--- src/common/lcd_pkg.sv ---
package lcd_pkg;

	// clock and timing, all waits in microseconds
	localparam int CLK_PER_US   = 15;  // 15 MHz system clock
	localparam int PWRUP_US     = 500;
	localparam int CMD_PULSE_US = 10;
	localparam int INIT_GAP_US  = 50;  // after function set and display control
	localparam int CLEAR_GAP_US = 200;
	localparam int ENTRY_GAP_US = 100;
	localparam int WR_SETUP_US  = 1;   // e low lead of a write
	localparam int WR_HIGH_US   = 13;
	localparam int WR_CYCLE_US  = 50;

	// the same waits in clock cycles
	localparam int PWRUP_CYC     = PWRUP_US * CLK_PER_US;
	localparam int CMD_PULSE_CYC = CMD_PULSE_US * CLK_PER_US;
	localparam int INIT_GAP_CYC  = INIT_GAP_US * CLK_PER_US;
	localparam int CLEAR_GAP_CYC = CLEAR_GAP_US * CLK_PER_US;
	localparam int ENTRY_GAP_CYC = ENTRY_GAP_US * CLK_PER_US;
	localparam int WR_SETUP_CYC  = WR_SETUP_US * CLK_PER_US;
	localparam int WR_HIGH_CYC   = WR_HIGH_US * CLK_PER_US;
	localparam int WR_CYCLE_CYC  = WR_CYCLE_US * CLK_PER_US;

	localparam int CNT_W = $clog2(PWRUP_CYC + 1); // power-up is the longest wait
	typedef logic [CNT_W-1:0] cyc_cnt_t;

	// HD44780 command codes
	localparam logic [7:0] CMD_FUNC_BASE   = 8'h30; // 8-bit bus, N and F below
	localparam logic [7:0] CMD_DISP_BASE   = 8'h08;
	localparam logic [7:0] CMD_CLEAR       = 8'h01;
	localparam logic [7:0] CMD_ENTRY_BASE  = 8'h04;
	localparam logic [7:0] CMD_DDRAM_LINE1 = 8'h80;
	localparam logic [7:0] CMD_DDRAM_LINE2 = 8'hC0;

	// configuration word {lines, font, on, cursor, blink, increment, shift}
	localparam int CFG_W      = 7;
	localparam int CFG_LINES  = 6;
	localparam int CFG_FONT   = 5;
	localparam int CFG_ON     = 4;
	localparam int CFG_CURSOR = 3;
	localparam int CFG_BLINK  = 2;
	localparam int CFG_INC    = 1;
	localparam int CFG_SHIFT  = 0;

	// buffer and bus word
	localparam int LINE_CHARS  = 16;
	localparam int NUM_CHARS   = 2 * LINE_CHARS;
	localparam int CHAR_ADDR_W = $clog2(NUM_CHARS);
	localparam int NUM_WRITES  = NUM_CHARS + 2;   // plus two address commands
	localparam int POS_W       = $clog2(NUM_WRITES);
	localparam int BUS_W       = 10;              // {rs, rw, data}
	localparam logic [7:0] CHAR_SPACE = 8'h20;

	typedef logic [CHAR_ADDR_W-1:0] char_addr_t;
	typedef logic [BUS_W-1:0]       lcd_word_t;
	typedef logic [POS_W-1:0]       seq_pos_t;

endpackage
--- src/rtl/lcd_sys_top.sv ---
module lcd_sys_top
	import lcd_pkg::*;
(
	input  logic             clk,
	input  logic             rst,
	input  logic             buf_wr,
	input  char_addr_t       buf_addr,
	input  logic [7:0]       buf_char,
	input  logic [CFG_W-1:0] cfg,
	input  logic             start,
	output logic             e,
	output logic             rs,
	output logic             rw,
	output logic [7:0]       lcd_data,
	output logic             busy,
	output logic             seq_busy,
	output logic             done
);

	char_addr_t rd_addr;
	logic [7:0] rd_char;
	logic       lcd_enable;
	lcd_word_t  lcd_word;

	text_buf text_buf_i (
		.clk     (clk),
		.rst     (rst),
		.wr      (buf_wr),
		.wr_addr (buf_addr),
		.wr_char (buf_char),
		.rd_addr (rd_addr),
		.rd_char (rd_char)
	);

	lcd_msg_seq lcd_msg_seq_i (
		.clk        (clk),
		.rst        (rst),
		.start      (start),
		.rd_addr    (rd_addr),
		.rd_char    (rd_char),
		.busy       (busy),      // controller busy is the only back-pressure
		.lcd_enable (lcd_enable),
		.lcd_word   (lcd_word),
		.seq_busy   (seq_busy),
		.done       (done)
	);

	lcd_ctrl lcd_ctrl_i (
		.clk        (clk),
		.rst        (rst),
		.cfg        (cfg),
		.lcd_enable (lcd_enable),
		.lcd_word   (lcd_word),
		.e          (e),
		.rs         (rs),
		.rw         (rw),
		.lcd_data   (lcd_data),
		.busy       (busy)
	);

endmodule

--- src/lcd/lcd_ctrl.sv ---
module lcd_ctrl
	import lcd_pkg::*;
(
	input  logic             clk,
	input  logic             rst,
	input  logic [CFG_W-1:0] cfg,
	input  logic             lcd_enable,
	input  lcd_word_t        lcd_word,
	output logic             e,
	output logic             rs,
	output logic             rw,
	output logic [7:0]       lcd_data,
	output logic             busy
);

	typedef enum logic [1:0] {
		st_pwrup,
		st_init,
		st_ready,
		st_write
	} state_t;

	state_t     state;
	cyc_cnt_t   cnt;        // shared by every timed phase
	logic [1:0] init_step;  // function set, display, clear, entry mode
	logic       in_gap;     // pulse done, waiting out the command

	// init command bytes, cfg fields merged into the fixed bits
	function automatic logic [7:0] init_cmd(input logic [1:0] step,
		input logic [CFG_W-1:0] c);
		logic [7:0] cmd;
		case (step)
			2'd0: cmd = CMD_FUNC_BASE | {4'b0000, c[CFG_LINES], c[CFG_FONT], 2'b00};
			2'd1: cmd = CMD_DISP_BASE | {5'b00000, c[CFG_ON], c[CFG_CURSOR], c[CFG_BLINK]};
			2'd2: cmd = CMD_CLEAR;
			default: cmd = CMD_ENTRY_BASE | {6'b000000, c[CFG_INC], c[CFG_SHIFT]};
		endcase
		return cmd;
	endfunction

	// last count of the e low wait after each init command
	function automatic cyc_cnt_t gap_last(input logic [1:0] step);
		cyc_cnt_t last;
		case (step)
			2'd2: last = cyc_cnt_t'(CLEAR_GAP_CYC - 1);
			2'd3: last = cyc_cnt_t'(ENTRY_GAP_CYC - 1);
			default: last = cyc_cnt_t'(INIT_GAP_CYC - 1);
		endcase
		return last;
	endfunction

	always_ff @(posedge clk) begin
		if (rst) begin
			state     <= st_pwrup;
			cnt       <= '0;
			init_step <= 2'd0;
			in_gap    <= 1'b0;
			e         <= 1'b0;
			rs        <= 1'b0;
			rw        <= 1'b0;
			lcd_data  <= 8'h00;
			busy      <= 1'b1;
		end else begin
			case (state)
				st_pwrup: begin
					if (cnt == cyc_cnt_t'(PWRUP_CYC - 1)) begin
						cnt       <= '0;
						init_step <= 2'd0;
						in_gap    <= 1'b0;
						e         <= 1'b1;  // first command, function set
						lcd_data  <= init_cmd(2'd0, cfg);
						state     <= st_init;
					end else begin
						cnt <= cnt + 1'b1;
					end
				end

				st_init: begin
					if (!in_gap) begin
						if (cnt == cyc_cnt_t'(CMD_PULSE_CYC - 1)) begin
							cnt    <= '0;
							e      <= 1'b0;  // display latches on this edge
							in_gap <= 1'b1;
						end else begin
							cnt <= cnt + 1'b1;
						end
					end else if (cnt == gap_last(init_step)) begin
						cnt    <= '0;
						in_gap <= 1'b0;
						if (init_step == 2'd3) begin
							lcd_data <= 8'h00;
							busy     <= 1'b0;  // init complete
							state    <= st_ready;
						end else begin
							init_step <= init_step + 2'd1;
							e         <= 1'b1;
							lcd_data  <= init_cmd(init_step + 2'd1, cfg);
						end
					end else begin
						cnt <= cnt + 1'b1;
					end
				end

				st_ready: begin
					// busy is always low here
					if (lcd_enable) begin
						rs       <= lcd_word[BUS_W-1];
						rw       <= lcd_word[BUS_W-2];
						lcd_data <= lcd_word[7:0];
						busy     <= 1'b1;
						cnt      <= '0;
						state    <= st_write;
					end
				end

				st_write: begin
					cnt <= cnt + 1'b1;
					if (cnt == cyc_cnt_t'(WR_SETUP_CYC - 1)) begin
						e <= 1'b1;
					end
					if (cnt == cyc_cnt_t'(WR_SETUP_CYC + WR_HIGH_CYC - 1)) begin
						e <= 1'b0;
					end
					if (cnt == cyc_cnt_t'(WR_CYCLE_CYC - 1)) begin
						// bus back to idle, next write may come
						cnt      <= '0;
						e        <= 1'b0;
						rs       <= 1'b0;
						rw       <= 1'b0;
						lcd_data <= 8'h00;
						busy     <= 1'b0;
						state    <= st_ready;
					end
				end

				default: begin
					state <= st_pwrup;
				end
			endcase
		end
	end

endmodule

--- src/lcd/lcd_msg_seq.sv ---
module lcd_msg_seq
	import lcd_pkg::*;
(
	input  logic       clk,
	input  logic       rst,
	input  logic       start,
	output char_addr_t rd_addr,
	input  logic [7:0] rd_char,
	input  logic       busy,
	output logic       lcd_enable,
	output lcd_word_t  lcd_word,
	output logic       seq_busy,
	output logic       done
);

	typedef enum logic [1:0] {
		st_idle,
		st_read,   // buffer read in flight
		st_send,
		st_wait
	} state_t;

	state_t    state;
	seq_pos_t  pos;        // 0 line-1 cmd, 1..16 chars, 17 line-2 cmd, 18..33 chars
	seq_pos_t  char_idx;
	logic      pending;    // strobed, busy not yet seen
	logic      is_cmd;
	logic      can_send;
	lcd_word_t next_word;

	// buffer index skips the address command slots
	assign char_idx = (pos > seq_pos_t'(LINE_CHARS)) ? pos - seq_pos_t'(2)
		: pos - seq_pos_t'(1);
	assign rd_addr  = char_idx[CHAR_ADDR_W-1:0];

	assign is_cmd   = (pos == '0) || (pos == seq_pos_t'(LINE_CHARS + 1));
	assign can_send = !pending && !busy;

	always_comb begin
		if (!is_cmd) begin
			next_word = {2'b10, rd_char};        // data write, rs 1
		end else if (pos == '0) begin
			next_word = {2'b00, CMD_DDRAM_LINE1};
		end else begin
			next_word = {2'b00, CMD_DDRAM_LINE2};
		end
	end

	always_ff @(posedge clk) begin
		if (rst) begin
			state      <= st_idle;
			pos        <= '0;
			pending    <= 1'b0;
			lcd_enable <= 1'b0;
			seq_busy   <= 1'b0;
			done       <= 1'b0;
		end else begin
			lcd_enable <= 1'b0;
			done       <= 1'b0;
			if (pending && busy) begin
				pending <= 1'b0;  // controller took the word
			end

			case (state)
				st_idle: begin
					if (start) begin
						pos      <= '0;
						seq_busy <= 1'b1;
						state    <= st_read;
					end
				end

				st_read: begin
					state <= st_send;  // rd_char valid next cycle
				end

				st_send: begin
					if (can_send) begin
						lcd_enable <= 1'b1;
						pending    <= 1'b1;
						state      <= st_wait;
					end
				end

				st_wait: begin
					// write finished once busy is back low
					if (can_send) begin
						if (pos == seq_pos_t'(NUM_WRITES - 1)) begin
							seq_busy <= 1'b0;
							done     <= 1'b1;
							state    <= st_idle;
						end else begin
							pos   <= pos + 1'b1;
							state <= st_read;
						end
					end
				end

				default: begin
					state <= st_idle;
				end
			endcase
		end
	end

	// word is loaded with the strobe
	always_ff @(posedge clk) begin
		if (state == st_send && can_send) begin
			lcd_word <= next_word;
		end
	end

endmodule

--- src/rtl/text_buf.sv ---
module text_buf
	import lcd_pkg::*;
(
	input  logic       clk,
	input  logic       rst,
	input  logic       wr,
	input  char_addr_t wr_addr,
	input  logic [7:0] wr_char,
	input  char_addr_t rd_addr,
	output logic [7:0] rd_char
);

	// one byte per display position, line 1 first
	logic [7:0] mem [NUM_CHARS];

	// host side, blank screen after reset
	always_ff @(posedge clk) begin
		if (rst) begin
			for (int i = 0; i < NUM_CHARS; i++) begin
				mem[i] <= CHAR_SPACE;
			end
		end else if (wr) begin
			mem[wr_addr] <= wr_char;
		end
	end

	// sequencer side, one cycle latency
	// same-address write in this cycle still returns the old byte
	always_ff @(posedge clk) begin
		rd_char <= mem[rd_addr];
	end

endmodule

--- config.mk ---
export PLATFORM = sky130hd
export DESIGN_NAME = lcd_sys_top
export DESIGN_NICKNAME = d
export VERILOG_FILES = /design/src/common/lcd_pkg.sv /design/src/rtl/lcd_sys_top.sv /design/src/lcd/lcd_ctrl.sv /design/src/lcd/lcd_msg_seq.sv /design/src/rtl/text_buf.sv
export SDC_FILE = /design/constraint.sdc
export NUM_CORES = 1
export LEC_CHECK = 0
export ABC_AREA = 1
export BUFFER_PORTS_ARGS = -buffer_cell sky130_fd_sc_hd__buf_4
export CELL_PAD_IN_SITES_DETAIL_PLACEMENT = 1
export CELL_PAD_IN_SITES_GLOBAL_PLACEMENT = 2
export CORE_UTILIZATION = 42
export CTS_CLUSTER_SIZE = 12
export DETAILED_ROUTE_END_ITERATION = 7
export PLACE_DENSITY = 0.91
export SLEW_MARGIN = 20
export SYNTH_ARGS = -nofsm -noshare
export SYNTH_HDL_FRONTEND = slang
export SYNTH_HIERARCHICAL = 1
export SYNTH_SLANG_ARGS = --single-unit
--- constraint.sdc ---
create_clock -name clk -period 4.3 [get_ports clk]
set_clock_uncertainty 0.2 [all_clocks]
set_input_delay 0.645 -clock clk [delete_from_list [all_inputs] [get_ports clk]]
set_output_delay 0.645 -clock clk [all_outputs]
set_load 0.01 [all_outputs]
==> results of run 1 <==
where the power goes:
group / switching [mW] / internal, mW / total [mW]
Sequential: 0.123 / 3.54 / 3.66
Clock: 1.24 / 1.64 / 2.89
Combinational: 1.91 / 0.717 / 2.63
kinds of logic after synthesis:
group / Yosys count / synth area share (%)
compound gates: 56 / 1.96
other cells: 1 / 0.0239
fa+ha+maj: 18 / 1.44
xor+xnor: 16 / 0.894
flops: 315 / 57.2
simple gates: 1189 / 31.7
buf+inv: 216 / 6.84
per-layer routing:
layer	GRT usage (%)	part of all wire [%]	vias to the layer above
met3	3.47	4.0	83
met4	8.98	2.9	0
li1	-	-	5878
met1	31.0	42	6090
met5	0	0	-
met2	43.9	51	251
cell type report:
type / instances / area share (%)
clock buffers: 46 / 5.60
clock inverters: 21 / 0.723
inverters: 119 / 2.61
multi-input cells: 1280 / 33.1
flip-flops and latches: 315 / 52.3
well taps: 468 / 3.42
repair buffers: 48 / 2.25
stage by stage:
| step | utilization [%] | power [mW] | setup slack, ns |
|---|---|---|---|
| finish | 46.7 | 9.18 | 0.908 |
| global route | 46.7 | 9.67 | 0.696 |
| CTS | 46.7 | 9.27 | 0.902 |
| detailed placement | 43.7 | 6.34 | 0.940 |
| global placement | 43.7 | 6.30 | 1.03 |
| floorplan | - | 5.65 | 1.88 |
critical path: stages, from the launching register on:
cell	delay, ns
sky130_fd_sc_hd__dfxtp_1	0.61
sky130_fd_sc_hd__inv_1	0.16
sky130_fd_sc_hd__ha_1	0.22
sky130_fd_sc_hd__nor3b_2	0.16
sky130_fd_sc_hd__nor2_2	0.16
sky130_fd_sc_hd__nor2_4	0.10
sky130_fd_sc_hd__nor2_1	0.20
sky130_fd_sc_hd__a21oi_4	0.06
sky130_fd_sc_hd__inv_2	0.40
sky130_fd_sc_hd__buf_12	0.30
sky130_fd_sc_hd__nand3_1	0.13
sky130_fd_sc_hd__nand3_1	0.15
sky130_fd_sc_hd__nand2_1	0.11
sky130_fd_sc_hd__nand2_1	0.07
sky130_fd_sc_hd__nand2_1	0.07
sky130_fd_sc_hd__nand2_1	0.09
sky130_fd_sc_hd__nand2_1	0.05
cell usage after synthesis, types with 2 or more instances:
master and instances:
sky130_fd_sc_hd__nand2_1 564, sky130_fd_sc_hd__nor2_1 331, sky130_fd_sc_hd__edfxtp_1 265, sky130_fd_sc_hd__nand3_1 229, sky130_fd_sc_hd__inv_1 75, sky130_fd_sc_hd__dfxtp_1 50
sky130_fd_sc_hd__inv_2 44, sky130_fd_sc_hd__clkbuf_1 37, sky130_fd_sc_hd__a21oi_1 31, sky130_fd_sc_hd__buf_6 24, sky130_fd_sc_hd__nor3_1 19, sky130_fd_sc_hd__ha_1 18
sky130_fd_sc_hd__buf_2 17, sky130_fd_sc_hd__buf_4 16, sky130_fd_sc_hd__nand4_1 12, sky130_fd_sc_hd__xor2_1 12, sky130_fd_sc_hd__o21ai_0 11, sky130_fd_sc_hd__nor2_2 9
sky130_fd_sc_hd__o21ai_1 8, sky130_fd_sc_hd__nand2_2 7, sky130_fd_sc_hd__nor2_4 5, sky130_fd_sc_hd__xnor2_1 4, sky130_fd_sc_hd__buf_1 3, sky130_fd_sc_hd__and2_1 2
sky130_fd_sc_hd__nand3_2 2, sky130_fd_sc_hd__nor3_2 2, sky130_fd_sc_hd__o211ai_1 2
path summary, 6_finish.rpt:
kind,startpoint,endpoint,slack [ns],cells past startpoint
worst min-delay path,start,lcd_msg_seq_i/seq_busy,0.20,3
worst max register to register,lcd_msg_seq_i/pos[0],text_buf_i/rd_char[4],0.91,16
worst min register to register,lcd_ctrl_i/lcd_data[5],lcd_ctrl_i/lcd_data[5],0.26,2
worst max-delay path,lcd_msg_seq_i/pos[0],text_buf_i/rd_char[4],0.91,16
flip-flops by register name (all words and copies together), names as in the netlist, 2 cells and up:
name and count:
text_buf_i/rd_char 8, lcd_ctrl_i/lcd_data 8, text_buf_i/mem 256, lcd_ctrl_i/cnt 13, lcd_msg_seq_i/pos 6, lcd_msg_seq_i/state 2, lcd_ctrl_i/state 2, lcd_msg_seq_i/lcd_word 9
lcd_ctrl_i/init_step 2
==> parameters.txt, run 1 <==
Parameter                              Value

Global routing
  Gr usage total    24.9%
  Maximum number of pins on one net before global-route repair    97
  Number of global-route vias before repair    12900
  Leftover overflow at the end of global routing    0
  Antenna violations before repair    0
  Global-route wire length before repair    a little over 70000 um

Yosys
  Post-synthesis average cell area    8.65 um^2
  Instance count of the mapped netlist    1811
  Predominant post-synthesis flop cell    sky130_fd_sc_hd__edfxtp_1
  Net count after synthesis    between 1500 and 2000
  Synthesis warning total    6
  Number of synthesized flops with an enable pin    265
  Cell Area, Synth    15700 um^2
  Sequential share of the synthesized area    57.2%
  FF+latch count, synth    315
  Synth unique cells    39
  Async SR Flop Fraction    0%
  Biggest area consumer among synthesized cells    sky130_fd_sc_hd__edfxtp_1
  Post-synth top area share    about half
  Synth area leaders    sky130_fd_sc_hd__edfxtp_1 51%, sky130_fd_sc_hd__nand2_1 14%, sky130_fd_sc_hd__nor2_1 7.9%

Placed design
  Count of buffers from port buffering    37
  Sum of net half-perimeters after detailed placement    29300 um
  Final RePlAce weighted congestion    0.822
  Cell area after placement    16100 um^2
  Number of placed instances, taps included    2230

Job
  Max_cap viols    0

Timing
  Hold Vio Cnt, Final    0
  Worst Hold Slack    0.199 ns
  Worst-case headroom to the max-slew limit    32.7%
  Ratio of final minimum period to clock period    78.9%
  Total Neg Setup Slack    0 ns
  Worst-margin pin slew    1.01 ns
  Highest Clock Rate    295 MHz
  Total setup violations reported at the end of the flow    0
  Final critical delay including setup and external delays    3.39 ns
  RSZ-0062 raised after global routing    no
  Final Max Tran Viols    0

Die
  Floorplan core area    36700 um^2
  Die area    38100 um^2
  Num rows    70
  Top-Level Pins    38
  Chip width    around 200 um
  Starting utilization of the core area    between 40% and 50%
  Die height    195 um

Setup path
  Crit path launch type    flop
  Maximum fanout along the worst path    42
  Critical path capture point type    flop
  Endpoint required time on the critical path    4.53 ns
  Type of the worst setup path    reg -> reg
  Worst EP arrival    around 3.6 ns

Finish
  Top library cells by usage in the layout, fill and taps aside    564 x sky130_fd_sc_hd__nand2_1, 331 x sky130_fd_sc_hd__nor2_1, 265 x sky130_fd_sc_hd__edfxtp_1
  Antenna diode instance count    0
  Post-Layout Cell Count    2297
  Post-route standard cell area excluding fillers    17100 um^2
  Layout fillers    4391
  Area of combinational cells with multiple inputs    5680 um^2
  Most common library cell in the layout ignoring fill and taps    sky130_fd_sc_hd__nand2_1
  Growth of design area from synthesis to finish    9.34%
  Net total in the final layout    1843
  Storage element area    between 8000 and 9000 um^2
  Share of layout cells above drive strength 1    9.84%

Clock tree
  Longest Clk Path Bufs    3
  Clock Pin Slew Worst Setup and Hold Paths    0.06 ns
  Sink Count    ~320
  H-tree lvl count    2
  Clock tree from TritonCTS    done
  Clock Tree Root    sky130_fd_sc_hd__clkbuf_16
  Worst-Skew Late Latency    0.54 ns
  Clock buffer count from CTS    37
  Number of hold-repair buffers added at the cts stage    0
  Setup fix buffers added after clock tree synthesis    0
  Post-cts gate resize count    0

Route
  Residual antenna-violating net count after detailed routing    0
  Total wirelength of the detailed-routed design    approximately 46000 um
  Vias/cell    5.36
  Vias    12300
  Detailed Route Iter0 Violations    701
  First-pass iteration count of the detailed router    5
  Residual DRC count    0
  Wire length per cell    20.1 um

Power and ir drop
  Max rail drop VDD    about 0.32 mV
  Pleak    6.83 nW
  Total power per unit cell area    535 nW/um^2

Min path
  Min-delay worst type    in -> reg

Status
  Status    finished clean
No activity file was read; power rests on OpenSTA's default activity.
==> run 2, diff against run 1 <==
- CORE_UTILIZATION: 42 -> 36
- PLACE_DENSITY: 0.91 -> 0.84
- clock period: 4.3 -> 2.85 ns (I/O delays scaled with it)
==> run 2 against run 1 <==
Compared with the run above: utilization is 4.6 points lower; critical path depth grew 2; via count is 1.7% higher; global-route usage decreased by 3.5 points; first-iteration DRC count grew 37%; sequential share of layout area shrank 2.7 points; critical endpoint is now text_buf_i/rd_char[6].
==> parameters.txt, run 2 (synthesis gave the netlist of run 1 again) <==
Parameter                              Value

Status
  Status    finished clean

Setup path
  Worst EP arrival    2.98 ns (-0.64 ns)
  CP Cell Sequence    inv_1 -> ha_1 -> nor3b_4 -> nor2_2 -> nor2_4 -> xor2_4 -> buf_12 -> buf_12 -> buf_12 -> buf_4 -> nand2_1 -> nand3_1 -> nand3_1 -> nand2_1 -> nand2_1 -> nand2_1 -> nand2_1 -> nand2_1
  Crit path top cell by count    sky130_fd_sc_hd__nand2_1
  Endpoint of the lowest-slack register-to-register path    text_buf_i/rd_char[6]
  WP buf/inv    5 (+2)
  Critical path capture point type    flop
  R2r setup slk    0.11 ns (-0.80 ns)
  Worst path top cell family by delay    simple AND/OR/NAND/NOR gates
  Maximum fanout along the worst path    7 (-83%)
  Number of cell instances on the worst register-to-register path    18 (+2)
  Capturing element of the worst setup path    text_buf_i/rd_char[6]
  Path length in cells of the critical path    18 (+2)
  Crit path launch type    flop
  Worst setup path start    lcd_msg_seq_i/pos[0]
  Worst r2r src    lcd_msg_seq_i/pos[0]
  Largest stage delay on the critical path    0.34 ns (-0.27 ns)
  Cell with the largest stage delay on the worst path    sky130_fd_sc_hd__dfxtp_1
  Type of the worst setup path    reg -> reg
  Endpoint required time on the critical path    3.09 ns (-1.44 ns)

Clock tree
  Sink Count    315 (unchanged)
  H-tree lvl count    2 (unchanged)
  Clock tree from TritonCTS    done
  Clock Pin Slew Worst Setup and Hold Paths    0.06 ns (about the same)
  Clock Tree Root    sky130_fd_sc_hd__clkbuf_16
  Longest Clk Path Bufs    3 (unchanged)
  Worst-Skew Late Latency    0.56 ns (+0.02 ns)
  Clock buffer count from CTS    39 (+5.4%)

Placed design
  Number of placed instances, taps included    2369 (+6.2%)
  Sum of net half-perimeters after detailed placement    30200 um (+3.3%)
  Count of buffers from port buffering    37 (unchanged)
  Final RePlAce weighted congestion    0.849 (+3.2%)

Power and ir drop
  Net switching power    5.24 mW (+60%)
  Design internal power    9.98 mW (+69%)
  Relative contribution of sequential cells to total power    36.3% (-3.6 points)
  Comb power frac    31.1% (+2.5 points)
  Clock power share    32.6% (+1.1 points)
  Max rail drop VDD    0.447 mV (+41%)
  Pleak    7.24 nW (+6.1%)
  Switching part of the total    34.4% (-1.3 points)
  Total power per unit cell area    842 nW/um^2 (+57%)

Finish
  Post-Layout Cell Count    2460 (+7.1%)
  Share of layout cells above drive strength 1    12.1% (+2.3 points)
  Layout fillers    5061 (+15%)
  Most common library cell in the layout ignoring fill and taps    sky130_fd_sc_hd__nand2_1
  Biggest regs    text_buf_i/mem (256), lcd_ctrl_i/cnt (13), lcd_msg_seq_i/lcd_word (9)
  Growth of design area from synthesis to finish    15.3%
  Antenna diode instance count    0 (unchanged)
  Net total in the final layout    1888 (+2.4%)
  Register name with the most flops    text_buf_i/mem
  Storage element area    8960 um^2 (about the same)
  Area of combinational cells with multiple inputs    5690 um^2 (+0.24%)
  Top library cells by usage in the layout, fill and taps aside    564 x sky130_fd_sc_hd__nand2_1, 331 x sky130_fd_sc_hd__nor2_1, 265 x sky130_fd_sc_hd__edfxtp_1
  Max FFs per register    256 (unchanged)
  Final core utilization    42.1% (-4.6 points)

Global routing
  Gr usage total    21.4% (-3.5 points)
  Antenna violations before repair    0 (unchanged)
  Leftover overflow at the end of global routing    0 (unchanged)
  Global-route wire length before repair    72900 um (+0.42%)
  Number of global-route vias before repair    12700 (-1.7%)
  Maximum number of pins on one net before global-route repair    73 (-25%)

Min path
  Min-delay worst type    in -> reg

Route
  Vias    12500 (+1.7%)
  First-pass iteration count of the detailed router    7 (+2)
  Residual antenna-violating net count after detailed routing    0 (unchanged)
  Wire length per cell    20.0 um (-0.52%)
  Vias/cell    5.08 (-5.1%)
  Detailed Route Iter0 Violations    963 (+37%)
  Total wirelength of the detailed-routed design    49100 um (+6.5%)
  Residual DRC count    0 (unchanged)

Die
  Starting utilization of the core area    36.5% (-6.2 points)
  Die area    44400 um^2 (+16%)
  Num rows    76 (+8.6%)
  Floorplan core area    43000 um^2 (+17%)
  Chip width    211 um (+7.9%)
  Top-Level Pins    38 (unchanged)
  Die height    211 um (+7.9%)

Timing
  Worst Hold Slack    0.119 ns (-0.0804 ns)
  Ratio of final minimum period to clock period    96.2% (+17 points)
  Final critical delay including setup and external delays    2.74 ns (-0.650 ns)
  Total Neg Setup Slack    0 ns (unchanged)
  Hold Vio Cnt, Final    0 (unchanged)
  Worst-case headroom to the max-slew limit    52.7% (+20 points)
  Final Max Tran Viols    0 (unchanged)
  Worst-margin pin slew    0.707 ns (-0.301 ns)
  Highest Clock Rate    365 MHz (+24%)
  Total setup violations reported at the end of the flow    0 (unchanged)

Job
  Max_cap viols    0 (unchanged)
-- run 2: cell count changes in the layout (fill, tap and decap cells not counted), sizes merged --
cell,before,now
buf,48,82
bufinv,1,5
clkbuf,46,53
clkinv,19,17
clkinvlp,0,1
dlygate4sd3,0,1
inv,120,121
-- run 2: worst min path at each step --
| stage | slack [ns] | startpoint | endpoint | cells past startpoint |
|---|---|---|---|---|
| global route | 0.18 | cfg[5] | lcd_ctrl_i/lcd_data[2] | 5 |
| global placement | 0.25 | lcd_ctrl_i/lcd_data[1] | lcd_ctrl_i/lcd_data[1] | 2 |
| CTS | 0.09 | cfg[5] | lcd_ctrl_i/lcd_data[2] | 5 |
| detailed placement | 0.26 | lcd_ctrl_i/lcd_data[5] | lcd_ctrl_i/lcd_data[5] | 2 |
| floorplan | 0.25 | lcd_msg_seq_i/lcd_word[7] | lcd_ctrl_i/lcd_data[7] | 2 |
| finish | 0.12 | cfg[6] | lcd_ctrl_i/lcd_data[3] | 5 |
-- run 2: layout make-up --
type	count	area share, %
clock inverters	25	1.42
clock buffers	45	5.52
flip-flops and latches	315	49.6
multi-input cells	1280	31.5
repair buffers	91	5.47
well taps	585	4.05
inverters	119	2.50
-- run 2: repair_timing --
action | CTS | global route
resized for setup | 0 | 12
buffers inserted | 0 | 12
hold buffers | 1 | 0
endpoints found under the setup margin | 0 | 8
endpoints found under the hold margin | 1 | 0
-- run 2: metal layers --
metal | up-vias | wire (um) | track usage, %
met5 | - | 0 | 0
met3 | 60 | 2100 | 2.63
met2 | 271 | 23700 | 35.9
li1 | 5969 | - | -
met1 | 6205 | 22400 | 29.1
met4 | 0 | 915 | 6.05
-- run 2: per-stage QoR --
stage	setup WS, ns	instance area (um^2)	power [mW]
after floorplan	0.428	15700	8.52
after global placement	0.0936	16400	9.59
after detailed placement	0.0262	16400	9.65
after CTS	0.0132	17700	14.7
after global routing	-0.0301	18100	16.0
final	0.108	18100	15.2
-- run 2: worst min-delay path, cell delays in order --
cell and delay, ns:
sky130_fd_sc_hd__buf_4 0.11, sky130_fd_sc_hd__nand2_1 0.06, sky130_fd_sc_hd__nand3_1 0.07, sky130_fd_sc_hd__nand4_1 0.09, sky130_fd_sc_hd__a21oi_1 0.06
-- run 2: power by group through the flow --
stage	Combinational, mW	Clock [mW]	Sequential, mW
2_1_floorplan	2.98	0	5.54
3_3_place_gp	3.97	0	5.61
3_5_place_dp	4.03	0	5.62
4_1_cts	4.05	5.07	5.53
5_1_grt	5.18	5.21	5.56
6_report	4.73	4.96	5.53
==> run 3, diff against run 2 <==
- ABC_AREA: 1 -> unset
- CORE_UTILIZATION: 36 -> 40
- SETUP_SLACK_MARGIN: unset -> 0.1
- SYNTH_HIERARCHICAL: 1 -> unset
==> run 3 against run 2 <==
Compared with the run above: non-clock buffer count grew 79; maximum frequency shrank 2.5%; sequential power is essentially flat; critical path type unchanged; critical path depth shrank 8; via count grew 2.5%; final cell count shrank 9.8%; register-to-register slack lost 0.07 ns; clock-buffer cell count grew 1; first-iteration DRC count grew 6.6%.
==> parameters.txt, run 3 <==
Parameter                              Value

Status
  Status    finished clean

Setup path
  Worst EP arrival    3.06 ns (+0.08 ns)
  Endpoint of the lowest-slack register-to-register path    text_buf_i.rd_char[1]
  R2r setup slk    0.04 ns (-0.07 ns)
  Cell with the largest stage delay on the worst path    sky130_fd_sc_hd__or4b_4
  Worst r2r src    lcd_msg_seq_i.pos[1]
  Worst setup path start    lcd_msg_seq_i.pos[1]
  Maximum fanout along the worst path    7 (unchanged)
  Type of the worst setup path    reg -> reg
  Number of cell instances on the worst register-to-register path    10 (-8)
  Crit path launch type    flop
  Capturing element of the worst setup path    text_buf_i.rd_char[1]
  Largest stage delay on the critical path    0.56 ns (+0.22 ns)
  Critical path capture point type    flop
  Endpoint required time on the critical path    3.10 ns (about the same)
  CP Cell Sequence    inv_4 -> ha_4 -> or4b_4 -> buf_12 -> nand2_8 -> nand3_2 -> a211oi_1 -> nor4_2 -> buf_4 -> o32a_1

Yosys
  Biggest area consumer among synthesized cells    sky130_fd_sc_hd__edfxtp_1
  Leading cell type by number of instances after synthesis    sky130_fd_sc_hd__edfxtp_1
  Synth area leaders    sky130_fd_sc_hd__edfxtp_1 45%, sky130_fd_sc_hd__mux2i_1 10%, sky130_fd_sc_hd__and2_1 8.0%
  Synthesis warning total    0 (-6)
  Synth unique cells    78 (+100%)
  Number of synthesized flops with an enable pin    265 (unchanged)
  Post-synth top area share    44.9% (-5.8 points)
  Net count after synthesis    1547 (-17%)
  Predominant post-synthesis flop cell    sky130_fd_sc_hd__edfxtp_1
  Synth cell count leaders    265 x sky130_fd_sc_hd__edfxtp_1, 227 x sky130_fd_sc_hd__and2_1, 182 x sky130_fd_sc_hd__mux2i_1
  FF+latch count, synth    314 (-0.32%)
  Async SR Flop Fraction    0% (unchanged)
  Cell Area, Synth    17700 um^2 (+13%)
  Sequential share of the synthesized area    50.5% (-6.7 points)
  Post-synthesis average cell area    11.8 um^2 (+36%)
  Instance count of the mapped netlist    1505 (-17%)

Placed design
  Sum of net half-perimeters after detailed placement    36200 um (+20%)
  Final RePlAce weighted congestion    0.884 (+4.1%)
  Count of buffers from port buffering    36 (-2.7%)
  Number of placed instances, taps included    2124 (-10%)

Clock tree
  Clock Tree Root    sky130_fd_sc_hd__clkbuf_16
  Sink Count    314 (-0.32%)
  Worst-Skew Late Latency    0.57 ns (about the same)
  Clock Pin Slew Worst Setup and Hold Paths    0.06 ns (about the same)
  Clock buffer count from CTS    38 (-2.6%)
  H-tree lvl count    2 (unchanged)
  Longest Clk Path Bufs    3 (unchanged)
  Clock tree from TritonCTS    done

Finish
  Max FFs per register    256 (unchanged)
  Most common library cell in the layout ignoring fill and taps    sky130_fd_sc_hd__edfxtp_1
  Layout fillers    4516 (-11%)
  Antenna diode instance count    0 (unchanged)
  Net total in the final layout    1646 (-13%)
  Biggest regs    text_buf_i.mem (256), lcd_ctrl_i.cnt (13), lcd_msg_seq_i.lcd_word (9)
  Register name with the most flops    text_buf_i.mem
  Growth of design area from synthesis to finish    18.7%
  Area of combinational cells with multiple inputs    8560 um^2 (+50%)
  Storage element area    8950 um^2 (about the same)
  Share of layout cells above drive strength 1    24.6% (+12 points)
  Top library cells by usage in the layout, fill and taps aside    265 x sky130_fd_sc_hd__edfxtp_1, 227 x sky130_fd_sc_hd__and2_1, 182 x sky130_fd_sc_hd__mux2i_1
  Post-Layout Cell Count    2218 (-9.8%)

Route
  Residual antenna-violating net count after detailed routing    0 (unchanged)
  Total wirelength of the detailed-routed design    54900 um (+12%)
  Detailed Route Iter0 Violations    1027 (+6.6%)
  Residual DRC count    0 (unchanged)
  Wire length per cell    24.7 um (+24%)
  First-pass iteration count of the detailed router    5 (-2)
  Vias/cell    5.78 (+14%)
  Vias    12800 (+2.5%)

Power and ir drop
  Total power per unit cell area    584 nW/um^2 (-31%)
  Pleak    7.29 nW (+0.65%)
  Max rail drop VDD    0.360 mV (-19%)

Global routing
  Gr usage total    24.1% (+2.6 points)
  Antenna violations before repair    1 (+1)
  Global-route wire length before repair    81100 um (+11%)
  Maximum number of pins on one net before global-route repair    37 (-49%)
  Number of global-route vias before repair    13600 (+7.4%)
  Leftover overflow at the end of global routing    0 (unchanged)

Min path
  Min-delay worst type    in -> reg

Die
  Die area    45100 um^2 (+1.7%)
  Top-Level Pins    38 (unchanged)
  Die height    212 um (+0.83%)
  Num rows    76 (unchanged)
  Floorplan core area    43400 um^2 (+0.89%)
  Starting utilization of the core area    40.8% (+4.4 points)
  Chip width    212 um (+0.83%)

Timing
  Highest Clock Rate    356 MHz (-2.5%)
  Ratio of final minimum period to clock period    98.6% (+2.4 points)
  Worst-case headroom to the max-slew limit    47.7% (-5.0 points)
  RSZ-0062 raised after global routing    yes
  Final Max Tran Viols    0 (unchanged)
  Total setup violations reported at the end of the flow    0 (unchanged)
  Final critical delay including setup and external delays    2.81 ns (+0.0691 ns)
  Total Neg Setup Slack    0 ns (unchanged)
  Hold Vio Cnt, Final    0 (unchanged)
  Worst-margin pin slew    0.784 ns (+0.0772 ns)

Job
  Max_cap viols    0 (unchanged)
-- run 3: layout make-up --
cell class                      instances  area share [%]
Sequential cell                       314            42.6
Multi-Input combinational cell       1064            40.7
Timing Repair Buffer                  170            7.40
Clock buffer                           46            4.67
Tap cell                              585            3.48
Clock inverter                         23           0.792
Inverter                               16           0.345
-- run 3: power breakdown --
part / switching [mW] / leakage, nW / internal [mW] / total, mW
clock: 1.97 / 0.560 / 2.63 / 4.61
combinational: 1.21 / 3.80 / 0.958 / 2.17
sequential: 0.225 / 2.93 / 5.28 / 5.50
total: 3.41 / 7.29 / 8.87 / 12.3
-- run 3: through the flow --
step | hold WS, ns | cell area (um^2) | power (mW) | utilization [%] | worst slack (ns)
global route | 0.102 | 21000 | 12.7 | 48.5 | -0.0656
floorplan | 0.255 | 17800 | 6.70 | - | -0.100
detailed placement | 0.258 | 19200 | 7.53 | 44.3 | -0.131
global placement | 0.240 | 19200 | 7.45 | 44.3 | -0.0728
CTS | 0.0707 | 20600 | 12.2 | 47.4 | 0.0619
finish | 0.0879 | 21000 | 12.3 | 48.5 | 0.0385
-- run 3: worst min path at each step --
stage | depth (start not counted) | slack (ns) | end | startpoint
3_5_place_dp | 2 | 0.26 | lcd_ctrl_i.lcd_data[6] | lcd_ctrl_i.lcd_data[6]
4_1_cts | 5 | 0.07 | lcd_msg_seq_i.seq_busy | start
5_1_grt | 5 | 0.10 | lcd_msg_seq_i.seq_busy | start
3_3_place_gp | 2 | 0.24 | lcd_ctrl_i.lcd_data[6] | lcd_ctrl_i.lcd_data[6]
6_report | 5 | 0.09 | lcd_msg_seq_i.seq_busy | start
2_1_floorplan | 1 | 0.25 | lcd_msg_seq_i.done | lcd_msg_seq_i.pending
-- run 3: metal layers --
metal	vias to the layer above	part of all wire, %	GRT usage, %
li1	5785	-	-
met1	6513	41	29.9
met2	386	50	41.8
met3	127	5.0	3.49
met4	2	4.0	9.82
met5	-	0.024	0
-- run 3: kinds of logic (layout without fill, tap and decap cells) --
logic type / count (synthesis) / count (layout) / synth area share, %
compound gates: 185 / 186 / 6.95
xor+xnor: 21 / 21 / 1.04
fa+ha+maj: 18 / 18 / 1.27
buf+inv: 130 / 255 / 3.57
flops: 314 / 314 / 50.5
mux: 244 / 244 / 17.7
other cells: 1 / 1 / 0.0212
simple gates: 592 / 594 / 19.0
-- run 3: repair_timing --
action | in CTS | in global routing
cloned | 3 | 4
hold buffers | 1 | 0
resized for setup | 27 | 65
buffers inserted | 5 | 12
endpoints found under the hold margin | 3 | 0
setup endpoints to repair | 29 | 29
pin swaps | 22 | 35
-- run 3: worst max-delay path: cells and delay by family, from the launching register on --
family | cells | cell delay (ns)
flip-flops | 1 | 0.35
adder cells (fa/ha/maj) | 1 | 0.13
AO/OA/AOI/OAI | 2 | 0.52
buffers and inverters | 3 | 0.44
AND/OR/NAND/NOR | 4 | 1.06
